==> config.mk <==
export PLATFORM = sky130hd
export DESIGN_NAME = pll_cfg_select
export DESIGN_NICKNAME = d
export VERILOG_FILES = /design/src/design/crg_pkg.sv /design/src/design/pll_pkg.sv /design/src/design/pll_cfg_select.sv
export SDC_FILE = /design/constraint.sdc
export NUM_CORES = 1
export LEC_CHECK = 0
export BUFFER_PORTS_ARGS = -buffer_cell sky130_fd_sc_hd__buf_2
export CAP_MARGIN = 20
export CORE_AREA = 5 5 97 99
export CTS_CLUSTER_SIZE = 16
export DETAILED_ROUTE_END_ITERATION = 6
export DIE_AREA = 0 0 102 104
export GPL_ROUTABILITY_DRIVEN = 0
export GPL_TIMING_DRIVEN = 0
export HOLD_SLACK_MARGIN = 0.06
export PLACE_DENSITY = 0.77
export RECOVER_POWER = 100
export SLEW_MARGIN = 20
export SYNTH_ARGS = -nofsm -noshare
export SYNTH_HDL_FRONTEND = slang
export SYNTH_SLANG_ARGS = --single-unit
==> constraint.sdc <==
create_clock -name sys_clk -period 0.8 [get_ports sys_clk]
set_input_delay 0.12 -clock sys_clk [delete_from_list [all_inputs] [get_ports sys_clk]]
set_output_delay 0.12 -clock sys_clk [all_outputs]
set_load 0.01 [all_outputs]
==> src/design/crg_pkg.sv <==
`default_nettype none

package crg_pkg;

    // flops in each reset synchronizer
    localparam int SYNC_STAGES = 3;

    // reset extension counter width
    localparam int RST_CNT_W = 20;

    // clock select levels, one per PLL
    typedef struct packed {
        logic core;
        logic dev;
    } clk_sel_t;

endpackage

`default_nettype wire

==> src/design/pll_pkg.sv <==
`default_nettype none

package pll_pkg;

    // settings for one PLL, bypass is bit 0
    typedef struct packed {
        logic [5:0]  refdiv;
        logic [2:0]  postdiv2;
        logic [2:0]  postdiv1;
        logic        pd;
        logic        reserved;
        logic        foutvcopd;
        logic        foutpostdivpd;
        logic [11:0] fbdiv;
        logic        dsmpd;
        logic        bypass;
    } pll_settings_t;

    typedef struct packed {
        logic [33:0]   unused;
        pll_settings_t settings;
    } pll_cfg_fields_t;

    // software settings word, raw or split into fields
    typedef union packed {
        logic [63:0]     raw;
        pll_cfg_fields_t fields;
    } pll_cfg_word_u;

    // configuration pins
    typedef struct packed {
        logic [1:0] pll2_code;
        logic [3:0] pll1_code;
    } pll_pins_t;

    typedef struct packed {
        logic pll1;
        logic pll2;
    } pll_lock_t;

    localparam pll_settings_t PLL_BYPASS_SETTINGS = '{
        refdiv: 6'd2, postdiv2: 3'd1, postdiv1: 3'd1, pd: 1'b0, reserved: 1'b0,
        foutvcopd: 1'b0, foutpostdivpd: 1'b0, fbdiv: 12'd20, dsmpd: 1'b1, bypass: 1'b1
    };

    // pll1 frequency presets share these
    localparam logic [5:0] PLL1_REFDIV   = 6'd2;
    localparam logic [2:0] PLL1_POSTDIV1 = 3'd2;

    localparam pll_settings_t PLL2_PRESET_A_SETTINGS = '{
        refdiv: 6'd4, postdiv2: 3'd1, postdiv1: 3'd5, pd: 1'b0, reserved: 1'b0,
        foutvcopd: 1'b0, foutpostdivpd: 1'b0, fbdiv: 12'd30, dsmpd: 1'b1, bypass: 1'b0
    };

    localparam pll_settings_t PLL2_PRESET_B_SETTINGS = '{
        refdiv: 6'd2, postdiv2: 3'd2, postdiv1: 3'd3, pd: 1'b0, reserved: 1'b0,
        foutvcopd: 1'b0, foutpostdivpd: 1'b0, fbdiv: 12'd24, dsmpd: 1'b1, bypass: 1'b0
    };

endpackage

`default_nettype wire

==> src/design/pll_cfg_select.sv <==
`default_nettype none

module pll_cfg_select
    import pll_pkg::*;
    import crg_pkg::*;
(
    input  logic          sys_clk,
    input  logic          rst_gen,
    input  logic          mode,
    input  logic          pll_cfg_ctr,
    input  pll_settings_t hard1,
    input  pll_settings_t hard2,
    input  pll_cfg_word_u soft_cfg_1,
    input  pll_cfg_word_u soft_cfg_2,
    input  pll_lock_t     pll_lock,
    output pll_settings_t pll1_settings,
    output pll_settings_t pll2_settings,
    output clk_sel_t      clk_sel
);

    pll_settings_t next1;
    pll_settings_t next2;
    clk_sel_t      next_sel;

    // hard mode wins, soft words only when software enables them
    always_comb begin
        next1 = hard1;
        next2 = hard2;
        if (!mode && pll_cfg_ctr) begin
            next1 = soft_cfg_1.fields.settings;
            next2 = soft_cfg_2.fields.settings;
        end
    end

    // each clock switches on its own lock
    assign next_sel.core = mode | (pll_cfg_ctr & pll_lock.pll1);
    assign next_sel.dev  = mode | (pll_cfg_ctr & pll_lock.pll2);

    always_ff @(posedge sys_clk or negedge rst_gen) begin
        if (!rst_gen) begin
            pll1_settings <= PLL_BYPASS_SETTINGS;
            pll2_settings <= PLL_BYPASS_SETTINGS;
            clk_sel       <= '0;
        end else begin
            pll1_settings <= next1;
            pll2_settings <= next2;
            clk_sel       <= next_sel;
        end
    end

endmodule

`default_nettype wire

==> flow_summary.ini, run 1 <==
[cts]
post_cts_resized = 20
post_cts_buffers = 0
cts_buffer_depth = 2
cts-root-buf = clkbuf_8
cts_buffers = 9
clock-sinks = 62
ctsHoldBuffers = 101
cts_max_level = 3

[floorplanning]
row_count = 34
die_height_um = 104
pin_count = 256
die_x_um = 102
initial_core_util = 0.310

[logic_synthesis]
synth_cell_type_count = 7
netlist_area_mm2 = 0.00263
synthesis.nets = 326
syn_inst = 132
seq_area_frac_synth = 0.598
synth-seq-cells = 62
yosys_warnings = 0
syn-mean-instance-area_um2 = 19.9

[placement]
dp_cells = 427
place.port_buffers = 187
detailed_place.area_mm2 = 0.00371
dp_hpwl_um = 5330

[run_status]
status = aborted with a tool error
haltStage = clock tree synthesis
first-error = [ERROR RSZ-0060] Max buffer count reached.
-- cell families after synthesis --
kind of cell,Yosys count,synth area share
flops,62,0.598
simple gates,1,0.00238
compound gates,2,0.00667
buf+inv,7,0.0500
mux,60,0.343
-- Yosys cell counts --
cell type  number  area [um^2]
nand2b_1        1         6.26
mux2_4         60          901
a21o_2          2         17.5
buf_6           1         11.3
dfstp_2        14          368
dfrtp_1        48         1200
buf_12          6          120
-- metrics by stage --
step                      setup WS (ps)  TNS [ps]
after floorplan                    -138     -7730
after global placement             -523    -46720
after detailed placement           -337    -18900
==> run 2: changes to the inputs <==
--- a/config.mk
+++ b/config.mk
@@ -8,13 +8,11 @@
 export BUFFER_PORTS_ARGS = -buffer_cell sky130_fd_sc_hd__buf_2
 export CAP_MARGIN = 20
 export CORE_AREA = 5 5 97 99
-export CTS_CLUSTER_SIZE = 16
 export DETAILED_ROUTE_END_ITERATION = 6
 export DIE_AREA = 0 0 102 104
 export GPL_ROUTABILITY_DRIVEN = 0
 export GPL_TIMING_DRIVEN = 0
-export HOLD_SLACK_MARGIN = 0.06
-export PLACE_DENSITY = 0.77
+export PLACE_DENSITY_LB_ADDON = 0.15
 export RECOVER_POWER = 100
 export SLEW_MARGIN = 20
 export SYNTH_ARGS = -nofsm -noshare
==> run 2 against run 1 <==
  * The flow now finishes, with violations (negative hold slack, negative setup slack)
  * Synthesized area unchanged
  * Synthesized cell count unchanged
==> flow_summary.ini, run 2 <==
[run_status]
status = finished, violations left
failed_checks = negative hold slack, negative setup slack

[critical_path]
worstSetupPathType = reg2out
critical_path_arrival_ps = 950
required_ps = 680
path_cells = buf_6
path_delay_family = flip-flops
path_buf_inv = 1
cp_slowest_stage_delay_ps = 530
cp_slowest_cell = dfstp_2
endpoint_kind = primary output
start_kind = flop
path_max_fanout = 1

[global_routing]
grt.overflow.total = 0
grt_pass1_wl_um = 9980
met2_usage = 0.195
grt_max_degree = 33
top_usage_layer = met2
grtUsageMet1 = 0.135
grt_pass1_vias = 2078
antenna_found_initial = 0
grt_usage = 0.122
globalRouteMet3Util = 0.0550

[logic_synthesis]
netlist_area_mm2 = 0.00263
post_synth_main_area_contributors = dfrtp_1 46%, mux2_4 34%, dfstp_2 14%, buf_12 4.6%, a21o_2 0.67%
syn_inst = 132
synth_top_family_by_area = multiplexers
synth_ff_type = dfrtp_1
syn-mean-instance-area_um2 = 19.9
yosysMostFrequentCell = mux2_4
synthesis.nets = 326
synth_edf_count = 0
synth_fa_ha_area_frac = 0
synth_xor_xnor_area_share = 0
synth_cell_type_count = 7
synth_top_area_frac = 0.458
synth-seq-cells = 62
seq_area_frac_synth = 0.598
yosys.area_share.simple = 0.00238
yosys_warnings = 0
synthArstFlopShare = 1.00
synth_compound_area_frac = 0.00667
muxShareOfSynthArea = 0.343
synth_top_cell_by_area = dfrtp_1
synth_common_cells = 60 x mux2_4, 48 x dfrtp_1, 14 x dfstp_2

[power_and_ir_drop]
cellPowerDensity_mw_per_mm2 = 1740
max-vdd-ir-drop_uv = 704
p_leak_nw = 2.27

[timing]
hold_viol = 22
maxSlewViolCount = 0
fmaxAchievable_mhz = 938
grt_setup_unrepaired = true
setup_ws_ps = -266
setup_viol = 67
max-slew-margin-rel = 0.487
tightest_slew_ps = 769
min_period_ps = 1070
hold_slack_ps = -139
fin_crit_sh = 1.33

[floorplanning]
dieArea_mm2 = 0.0106
die_x_um = 102
pin_count = 256
initial_core_util = 0.310
coreArea_mm2 = 0.00847
row_count = 34
die_height_um = 104

[routing]
vias_per_cell = 4.16
wirelength_um = 6640
ant_nets = 0
drtIter0Drc = 22
wire_per_inst_um = 14.5
drc_errors = 0
first_pass_iters = 3
num_vias = 1905

[cts]
clock-sinks = 62
path_clk_slew_ps = 70
cts_buffer_depth = 2
ctsHoldBuffers = 20
cts-root-buf = clkbuf_8
cts_max_level = 3
cts_buffers = 9
cts_tree = built

[placement]
place.port_buffers = 187
detailed_place.area_mm2 = 0.00373
dp_cells = 428
dp_hpwl_um = 5100

[finish]
fin_nets = 540
diodes = 0
layout.cells.non_filler = 458
final_common_cell = buf_2
final.fill_count = 792
areaGrowthSynthToFinish_pct = 58.3
layout_common_cells = 155 x buf_2, 60 x mux2_4, 48 x dfrtp_1, 32 x buf_6, 16 x dlygate4sd3_1
regArea_mm2 = 0.00157
reg.largest.list = pll1_settings x30, pll2_settings x30, clk_sel x2
multiInputGateArea_um2 = 932
final_area_mm2 = 0.00416
final_util = 0.491
drive_gt1_frac = 0.794

[job]
timing.max_cap.violations = 0

[worst_hold_path]
min_path_type = in2async
-- run 2: final cells by class --
class                   instances  area share
plain buffers                   7      0.0190
clock buffers                  13      0.0358
clock inverters                 2     0.00241
multi-input cells              63       0.224
flip-flops and latches         62       0.378
well taps                     108      0.0325
repair buffers                203       0.308
-- run 2: worst paths after layout --
| check | start | end | slack [ps] | depth (start not counted) |
|---|---|---|---|---|
| min in group sys_clk | hard1[18] | pll1_settings[18] | 30 | 2 |
| worst max-delay path | pll1_settings[1] | pll1_settings[1] | -270 | 1 |
| max in group asynchronous | rst_gen | pll1_settings[1] | 140 | 2 |
| worst min-delay path | rst_gen | pll1_settings[27] | -140 | 1 |
-- run 2: timing repair --
action / CTS / global route
resized for setup: 19 / 12
endpoints found under the setup margin: 62 / 81
setup buffers: 0 / 0
endpoints found under the hold margin: 34 / 22
-- run 2: cells by family (layout without fill, tap and decap cells) --
kind of cell | count (synthesis) | in the layout
AND/OR/NAND/NOR | 1 | 1
AO/OA/AOI/OAI | 2 | 2
buffers and inverters | 7 | 225
multiplexers | 60 | 60
flip-flops | 62 | 62
-- run 2: layer usage --
layer	wire length, um	part of all wire	up-vias
met1	2450	0.37	883
met4	127	0.019	0
met2	3050	0.46	127
li1	-	-	883
met5	0	0	-
met3	1010	0.15	12
-- run 2: metrics by stage --
step / setup WS, ps / TNS (ps) / power (W) / hold WS, ps
final: -266 / -10070 / 0.00724 / -139
after global routing: -307 / -13320 / 0.00760 / -70.9
after floorplan: -138 / -7730 / 0.00421 / -176
after global placement: -606 / -51400 / 0.00486 / 340
after detailed placement: -330 / -18610 / 0.00489 / 83.7
after CTS: -300 / -11940 / 0.00741 / -280
-- run 2: report_power, final --
part	internal, W	switching, W	leakage [nW]
sequential	0.00341	0.0000744	0.705
clock	0.00118	0.00108	0.0833
combinational	0.000935	0.000544	1.49
Note: power is estimated with default switching activity, not from simulation.
