File: config.mk
export PLATFORM = sky130hd
export DESIGN_NAME = pll_preset_decode
export DESIGN_NICKNAME = d
export VERILOG_FILES = /design/src/design/pll_pkg.sv /design/src/design/pll_preset_decode.sv
export SDC_FILE = /design/constraint.sdc
export NUM_CORES = 1
export LEC_CHECK = 0
export BUFFER_PORTS_ARGS = -buffer_cell sky130_fd_sc_hd__buf_2
export CAP_MARGIN = 5
export CORE_MARGIN = 10
export CORE_UTILIZATION = 30
export DETAILED_ROUTE_END_ITERATION = 6
export PLACE_DENSITY_LB_ADDON = 0.08
export REMOVE_ABC_BUFFERS = 1
export SLEW_MARGIN = 20
export SYNTH_ARGS = -nofsm -noshare
export SYNTH_HDL_FRONTEND = slang
export SYNTH_SLANG_ARGS = --single-unit
File: constraint.sdc
create_clock -name vclk -period 2.57
set_input_delay 0.6425 -clock vclk [all_inputs]
set_output_delay 0.6425 -clock vclk [all_outputs]
set_load 0.005 [all_outputs]
File: src/design/pll_pkg.sv
`default_nettype none

package pll_pkg;

    // settings for one PLL, bypass is bit 0
    typedef struct packed {
        logic [5:0]  refdiv;
        logic [2:0]  postdiv2;
        logic [2:0]  postdiv1;
        logic        pd;
        logic        reserved;
        logic        foutvcopd;
        logic        foutpostdivpd;
        logic [11:0] fbdiv;
        logic        dsmpd;
        logic        bypass;
    } pll_settings_t;

    typedef struct packed {
        logic [33:0]   unused;
        pll_settings_t settings;
    } pll_cfg_fields_t;

    // software settings word, raw or split into fields
    typedef union packed {
        logic [63:0]     raw;
        pll_cfg_fields_t fields;
    } pll_cfg_word_u;

    // configuration pins
    typedef struct packed {
        logic [1:0] pll2_code;
        logic [3:0] pll1_code;
    } pll_pins_t;

    typedef struct packed {
        logic pll1;
        logic pll2;
    } pll_lock_t;

    localparam pll_settings_t PLL_BYPASS_SETTINGS = '{
        refdiv: 6'd2, postdiv2: 3'd1, postdiv1: 3'd1, pd: 1'b0, reserved: 1'b0,
        foutvcopd: 1'b0, foutpostdivpd: 1'b0, fbdiv: 12'd20, dsmpd: 1'b1, bypass: 1'b1
    };

    // pll1 frequency presets share these
    localparam logic [5:0] PLL1_REFDIV   = 6'd2;
    localparam logic [2:0] PLL1_POSTDIV1 = 3'd2;

    localparam pll_settings_t PLL2_PRESET_A_SETTINGS = '{
        refdiv: 6'd4, postdiv2: 3'd1, postdiv1: 3'd5, pd: 1'b0, reserved: 1'b0,
        foutvcopd: 1'b0, foutpostdivpd: 1'b0, fbdiv: 12'd30, dsmpd: 1'b1, bypass: 1'b0
    };

    localparam pll_settings_t PLL2_PRESET_B_SETTINGS = '{
        refdiv: 6'd2, postdiv2: 3'd2, postdiv1: 3'd3, pd: 1'b0, reserved: 1'b0,
        foutvcopd: 1'b0, foutpostdivpd: 1'b0, fbdiv: 12'd24, dsmpd: 1'b1, bypass: 1'b0
    };

endpackage

`default_nettype wire

File: src/design/pll_preset_decode.sv
`default_nettype none

module pll_preset_decode
    import pll_pkg::*;
(
    input  pll_pins_t     pll_pins,
    output pll_settings_t hard1,
    output pll_settings_t hard2
);

    // pll1 table
    // codes 1..8 step fbdiv by 4 from 20, everything else is bypass
    always_comb begin
        hard1 = PLL_BYPASS_SETTINGS;
        if (pll_pins.pll1_code >= 4'd1 && pll_pins.pll1_code <= 4'd8) begin
            hard1.bypass   = 1'b0;
            hard1.refdiv   = PLL1_REFDIV;
            hard1.postdiv1 = PLL1_POSTDIV1;
            hard1.fbdiv    = 12'd16 + {6'd0, pll_pins.pll1_code, 2'b00};
        end
    end

    // pll2 table
    always_comb begin
        case (pll_pins.pll2_code)
            2'd1: begin
                hard2 = PLL2_PRESET_A_SETTINGS;
            end
            2'd2: begin
                hard2 = PLL2_PRESET_B_SETTINGS;
            end
            default: begin
                hard2 = PLL_BYPASS_SETTINGS;
            end
        endcase
    end

endmodule

`default_nettype wire

# Yosys cells after proc, flatten, opt, wreduce, memory -nomap -nowiden
# Cells that the tools add are included.
classes:
  magnitude_cmp: 2
  n_eq_ne: 2
  muxes: 4
  reduce_logical: 1
  addsub: 1
op_table:
  columns: ["op", "n"]
  rows:
  - ["27-bit case mux with 2 select lines", 1]
  - ["5-bit by 6-bit adder with 7-bit output (first input constant)", 1]
  - ["7-bit 2-to-1 mux", 1]
  - ["4-bit by 1-bit >= comparator with 1-bit output (second input constant)", 1]
  - ["4-bit less-or-equal comparator (second input constant)", 1]
  - ["2-bit by 1-bit == test with 1-bit output (second input constant)", 1]
  - ["2-bit == test (second input constant)", 1]
  - ["2-bit 2-to-1 mux", 1]
  - ["1-bit logical AND", 1]
  - ["1-bit 2-to-1 mux", 1]
totals:
  word_cells: 10
  regBits: 0
  inputBits: 6
  output_inout_bits: 60

# Logic depth before layout (Yosys ltp)
# Gate-level depths: netlist of run 1.
logic_depth:
  word_depth: 3
  ltp_mapped: 5
  ltp_nobuf: 5

# Worst setup path after synthesis of run 1
# Ideal clock, no wire load.
synth_path:
  kind: "input to output"
  from: "input pll_pins[2] (netlist name)"
  to: "output hard1[18] (netlist name)"
  setup_slack_ns: 0.347
  t_arrival_ns: 1.580
  required_time_ns: 1.928
  path_buffers: 1
  cell_stages: 5
  cell_sequence: "inv_1 > ha_1 > nor4b_2 > a211oi_2 > buf_4"
synth_lines:
  columns: ["element", "line", "rtl"]
  rows:
  - ["from (decl)", "pll_preset_decode.sv:6", "input pll_pins_t pll_pins,"]
  - ["to (decl)", "pll_preset_decode.sv:7", "output pll_settings_t hard1,"]

==> results.tsv, run 1 <==
metric	value	unit
io_buffers	24	
wirelength	1.24	mm
hold_viol	0	
core_area	0.00176	mm2
dieWidth	63.4	um
syn_to_final_growth	-2.65	%
via_per_inst	2.99	
hp-class	in2out	
synth.distinct_cells	10	
gp_congestion	0.645	
ys_top_cells_by_count	buf_4, ha_1, inv_1	
remaining_drc_errors	0	
seq_cells	0	
synth_largest_area_cell	buf_4	
power_leakage	0.365	nW
grt_overflow	0	
cp-end-kind	primary output	
crit_required	1930	ps
drtIter0Drc	3	
p_per_area	137	mW/mm2
post_cts_buffers	0	
dp_hpwl	1.15	mm
synth.top_cell.area_share	62.4	%
drt-wirelength-per-cell	10.4	um
grt_max_degree	7	
cpMostUsedCell	buf_2	
path_cells	buf_2, inv_2, ha_4, nor4b_4, a211oi_2, buf_4, or2_1, buf_2	
ff_latch_area	0	um2
antenna_found_initial	0	
maxSlewViolCount	0	
clock_buffers	0	
place_area	529	um2
syn_area	566	um2
ys_seq_area_share	0	%
finalSetupViolations	0	
crit_arrival	1840	ps
grtUsageTotal	4.89	%
synth.avg_cell_area	7.54	um2
peakVddDrop	0.0453	mV
row_count	15	
synth_warnings	0	
antennaDiodeCount	0	
start_util	32.1	%
critPathKind	in2out	
drive_gt1_share	33.0	%
cp_max_fo	6	
synthTopCellsByArea	buf_4, ha_1, inv_1	
die_y	63.4	um
fin_cells	119	
syn_inst	75	
critPathMaxStageDelay	280	ps
die_area	0.00402	mm2
cp_slowest_cell	nor4b_4	
grt_pass1_wl	1.81	mm
period_share	96.6	%
io_pins	66	
synth.most_common_cell	buf_4	
fin_util	31.2	%
dp_cells	119	
cts_resized	0	
hold_buffers	0	
finish.instance_area	551	um2
vias	356	
max_freq	403	MHz
grt_pass1_vias	408	
startpoint_type	input pin	
finalCriticalPeriod	2480	ps
drtAntennaViolNets	0	
holdWs	1560	ps
nets	110	
status	completed	
maxCapViolCount	0	
dr.pass1.iters	2	
[layout make-up]
| cell class | instances | area, um2 |
|---|---|---|
| Tap cell | 25 | 31.3 |
| Fill cell | 208 | 1210 |
| Multi-Input combinational cell | 60 | 354 |
| Timing Repair Buffer | 26 | 135 |
| Inverter | 8 | 30.0 |
[metrics by stage]
stage,setup slack [ps],setup TNS (ps),power (mW)
global route,-8.24,-8.24,0.0888
CTS,72.1,0,0.0695
finish,86.9,0,0.0756
detailed placement,71.8,0,0.0689
global placement,97.4,0,0.0689
floorplan,324,0,0.0358
[where the power goes]
| part | switching [mW] | leakage (nW) | internal [mW] |
|---|---|---|---|
| Clock | 0 | 0 | 0 |
| Combinational | 0.0453 | 0.365 | 0.0303 |
| Sequential | 0 | 0 | 0 |
| Total | 0.0453 | 0.365 | 0.0303 |
[path summary, 6_finish.rpt]
path | start | endpoint | slack [ps] | cells past startpoint
worst max-delay path | pll_pins[3] | hard1[4] | 90 | 8
worst min-delay path | pll_pins[2] | hard1[6] | 1560 | 3
[critical path, delay by kind of cell]
family / cells / cell delay, ps
buffers and inverters: 4 / 470
and+or+nand+nor: 2 / 480
AOI/OAI and AO/OA: 1 / 80
adders and majority gates: 1 / 160
[cell families (layout without fill, tap and decap cells)]
kind of cell	count (synthesis)	in the layout	synth area share, %
AOI/OAI and AO/OA	1	1	2.21
adders and majority gates	8	8	17.7
buffers and inverters	55	34	67.7
other	2	42	1.33
and+or+nand+nor	9	9	11.1
[routing by layer]
metal  track usage (%)  up-vias  wire length (um)
met5                 0        -                 0
met4                 0        0                 0
met3              3.89        0               210
met2              8.54       36               600
met1              4.70      150               425
li1                  -      170                 -
[layout by cell type (no fill, tap or decap), drive strengths merged]
cell type / synthesis / final
a211oi: 1 / 1
buf: 47 / 26
conb: 2 / 42
ha: 8 / 8
inv: 8 / 8
nand2b: 1 / 1
nor2: 1 / 1
nor2b: 4 / 4
nor4b: 1 / 1
or2: 2 / 2
No activity file was read; power rests on OpenSTA's default activity.
==> inputs of run 2 (changes only) <==
Settings changed: ABC_AREA set to 1.
==> results.tsv, run 2 <==
metric	value	unit
status	completed	
ff_latch_area	0	um2
peakVddDrop	0.0431	mV
ys_seq_area_share	0	%
critPathMaxStageDelay	170	ps
switching_share	65.4	%
cp-end-kind	primary output	
hold_buffers	0	
antenna_found_initial	0	
finalSetupViolations	0	
die_y	63.9	um
cp_slowest_cell	ha_1	
wirelength	1.17	mm
synth_warnings	0	
hp-class	in2out	
dp_cells	121	
post_cts_buffers	0	
remaining_drc_errors	0	
synth-simple-area-share	11.7	%
syn_area	578	um2
layout_common_cells	conb_1, buf_2, inv_1	
drtIter0Drc	3	
p_clk_share	0	%
place_area	527	um2
p_per_area	132	mW/mm2
fillers	202	
synth.avg_cell_area	7.32	um2
synthTopCellsByArea	buf_4, ha_1, inv_1	
synth_compound_area_share	0.866	%
maxCapViolCount	0	
ys_top_cells_by_count	buf_4, inv_1, ha_1	
crit_required	1930	ps
die_area	0.00408	mm2
synth.distinct_cells	11	
multi_input_area	330	um2
p_sw	0.0456	mW
finalSetupTns	0	ps
power_frac_seq	0	%
io_pins	66	
final_common_cell	conb_1	
cp_max_fo	6	
synth_top_family_by_area	buffers and inverters	
synthAdderAreaFrac	17.3	%
path_cells	buf_2, inv_1, ha_1, o21ai_1, nand2_2, nand2_4, nor2_2, buf_2	
intPower	0.0241	mW
finalCriticalPeriod	2120	ps
finish.instance_area	527	um2
via_per_inst	2.93	
antennaDiodeCount	0	
start_util	32.4	%
dieWidth	63.9	um
grtUsageTotal	4.66	%
power.share.combinational	100.0	%
rsz0062_at_grt	no	
critical_path.top_delay_family	buffers and inverters	
syn_to_final_growth	-8.87	%
core_area	0.00178	mm2
cpMostUsedCell	buf_2	
drt-wirelength-per-cell	9.69	um
startpoint_type	input pin	
synthXorXnorAreaFrac	0	%
period_share	82.4	%
min_from	pll_pins[2]	
power_leakage	0.373	nW
max_freq	472	MHz
gp_congestion	0.650	
seq_cells	0	
nets	112	
hold_viol	0	
total_power	0.0697	mW
grt_pass1_vias	383	
io_buffers	24	
vias	355	
maxSlewViolCount	0	
startpoint	pll_pins[3]	
dr.pass1.iters	2	
muxShareOfSynthArea	0	%
critPathKind	in2out	
dp_hpwl	1.15	mm
grt_pass1_wl	1.74	mm
drtAntennaViolNets	0	
grt_max_degree	7	
synth_largest_area_cell	buf_4	
syn_inst	79	
synth.top_cell.area_share	61.0	%
cp.buffers_inverters	3	
fin_cells	121	
row_count	15	
drive_gt1_share	35.4	%
grt_overflow	0	
clock_buffers	0	
cts_resized	0	
synth.most_common_cell	buf_4	
crit_arrival	1470	ps
[run 2: cell types whose count changed after synthesis, sizes merged, moves of 2 or more]
cell	before	now
nand3	0	3
or2	2	0
nand2	0	3
inv	8	12
nor2b	4	0
nor2	1	3
[run 2: per-layer routing]
| metal | wire length (um) | GRT usage (%) | vias to the layer above |
|---|---|---|---|
| met2 | 540 | 8.08 | 40 |
| met4 | 0 | 0 | 0 |
| met1 | 352 | 4.47 | 140 |
| met5 | 0 | 0 | - |
| li1 | - | - | 175 |
| met3 | 279 | 3.83 | 0 |
[run 2: metrics by stage]
| step | utilization [%] | hold WS (ps) | setup WS, ps |
|---|---|---|---|
| 2_1_floorplan | - | 1360 | 712 |
| 3_3_place_gp | 29.5 | 1590 | 441 |
| 3_5_place_dp | 29.5 | 1590 | 433 |
| 4_1_cts | 29.5 | 1590 | 433 |
| 5_1_grt | 29.5 | 1610 | 343 |
| 6_report | 29.5 | 1580 | 453 |
[run 2: cells by family after synthesis]
logic type	after synthesis
buffers and inverters	59
adders and majority gates	8
and+or+nand+nor	9
other	2
AOI/OAI and AO/OA	1
[run 2: area by class of cell]
class,count,share of cell area (%)
Timing Repair Buffer,24,22.8
Multi-Input combinational cell,60,62.7
Tap cell,25,5.94
Inverter,12,8.55
[run 2: power groups by stage]
stage          Clock [mW]  Combinational [mW]  Sequential, mW
4_1_cts                 0              0.0683               0
3_3_place_gp            0              0.0678               0
5_1_grt                 0              0.0820               0
2_1_floorplan           0              0.0397               0
6_report                0              0.0697               0
3_5_place_dp            0              0.0680               0
[run 2: final timing paths]
check	end	cells after the start
setup / recovery	hard1[5]	8
hold / removal	hard1[6]	3
==> inputs of run 3 (changes only) <==
Clock period 2.57 ns to 1.97 ns, I/O delays scaled along.
==> results.tsv, run 3 (synthesis results as in run 2) <==
metric	value	unit
status	completed	
maxCapViolCount	0	
peakVddDrop	0.0489	mV
nets	112	
finalSetupViolations	0	
drtIter0Drc	0	
wirelength	1.22	mm
path_cells	buf_2, inv_1, ha_1, nand3_2, nand2_4, nand2_4, nor2_2, buf_2	
final_common_cell	conb_1	
startpoint_type	input pin	
critical_path.top_delay_family	simple AND/OR/NAND/NOR gates	
p_clk_share	0	%
post_cts_buffers	0	
maxSlewViolCount	0	
crit_arrival	1330	ps
antenna_found_initial	0	
rsz0062_at_grt	no	
p_sw	0.0600	mW
finalSetupTns	0	ps
die_area	0.00408	mm2
crit_required	1480	ps
period_share	92.6	%
grt_max_degree	7	
finalCriticalPeriod	1820	ps
cp.buffers_inverters	3	
ff_latch_area	0	um2
grt_pass1_vias	382	
power.share.combinational	100.0	%
grt_overflow	0	
start_util	32.4	%
dp_slack	129	ps
antennaDiodeCount	0	
clock_buffers	0	
layout_common_cells	conb_1, buf_2, inv_1	
power_frac_seq	0	%
cp_max_fo	6	
drtAntennaViolNets	0	
critPathKind	in2out	
io_buffers	24	
hp-class	in2out	
final.setup.worst_slack	146	ps
syn_to_final_growth	-8.87	%
gp_congestion	0.650	
switching_share	65.6	%
cp-end-kind	primary output	
whs_path_depth	3	
drive_gt1_share	35.4	%
cp_slowest_cell	ha_1	
vias	362	
via_per_inst	2.99	
io_pins	66	
dp_hpwl	1.19	mm
p_per_area	174	mW/mm2
hold_viol	0	
die_y	63.9	um
grt_pass1_wl	1.70	mm
startpoint	pll_pins[2]	
seq_cells	0	
intPower	0.0315	mW
cts_resized	0	
critPathMaxStageDelay	170	ps
dieWidth	63.9	um
hold_buffers	0	
min_from	pll_pins[2]	
power_leakage	0.373	nW
dr.pass1.iters	1	
remaining_drc_errors	0	
worstHoldEndpoint	hard1[6]	
max_freq	548	MHz
row_count	15	
core_area	0.00178	mm2
drt-wirelength-per-cell	10.0	um
grtUsageTotal	4.59	%
run 3: cell counts in the layout (fill, tap and decap cells not counted):
No cell type changed its count.
run 3: worst max path at each step:
| stage | endpoint | slack [ps] | cells past startpoint |
|---|---|---|---|
| final | hard1[5] | 150 | 8 |
| after global routing | hard1[7] | 60 | 8 |
| after CTS | hard1[5] | 120 | 8 |
| after detailed placement | hard1[5] | 130 | 8 |
| after global placement | hard1[5] | 140 | 8 |
| after floorplan | hard1[5] | 410 | 6 |
run 3: final cells by class:
type	count	area, um2
fill	217	1260
multi-input combinational	60	330
timing repair buffer	24	120
inverter	12	45.0
tap	25	31.3
run 3: through the flow:
step,cell area [um2],util [%],hold WS (ps),cells,power [mW]
3_3_place_gp,527,29.5,1290,121,0.0885
3_5_place_dp,527,29.5,1290,121,0.0890
2_1_floorplan,375,-,1060,72,0.0518
4_1_cts,527,29.5,1290,121,0.0896
6_report,527,29.5,1270,121,0.0915
5_1_grt,527,29.5,1300,121,0.106
run 3: layer usage:
layer / track usage (%) / share of wire, % / routed length, um / vias to the layer above
met5: 0 / 0 / 0 / -
met4: 0 / 0 / 0 / 0
met2: 8.46 / 46 / 560 / 40
met3: 3.66 / 23 / 284 / 0
met1: 4.08 / 30 / 370 / 148
li1: - / - / - / 174
run 3: power groups by stage:
stage	Clock (mW)	Sequential (mW)	Combinational [mW]
finish	0	0	0.0915
CTS	0	0	0.0896
detailed placement	0	0	0.0890
global route	0	0	0.106
global placement	0	0	0.0885
floorplan	0	0	0.0518
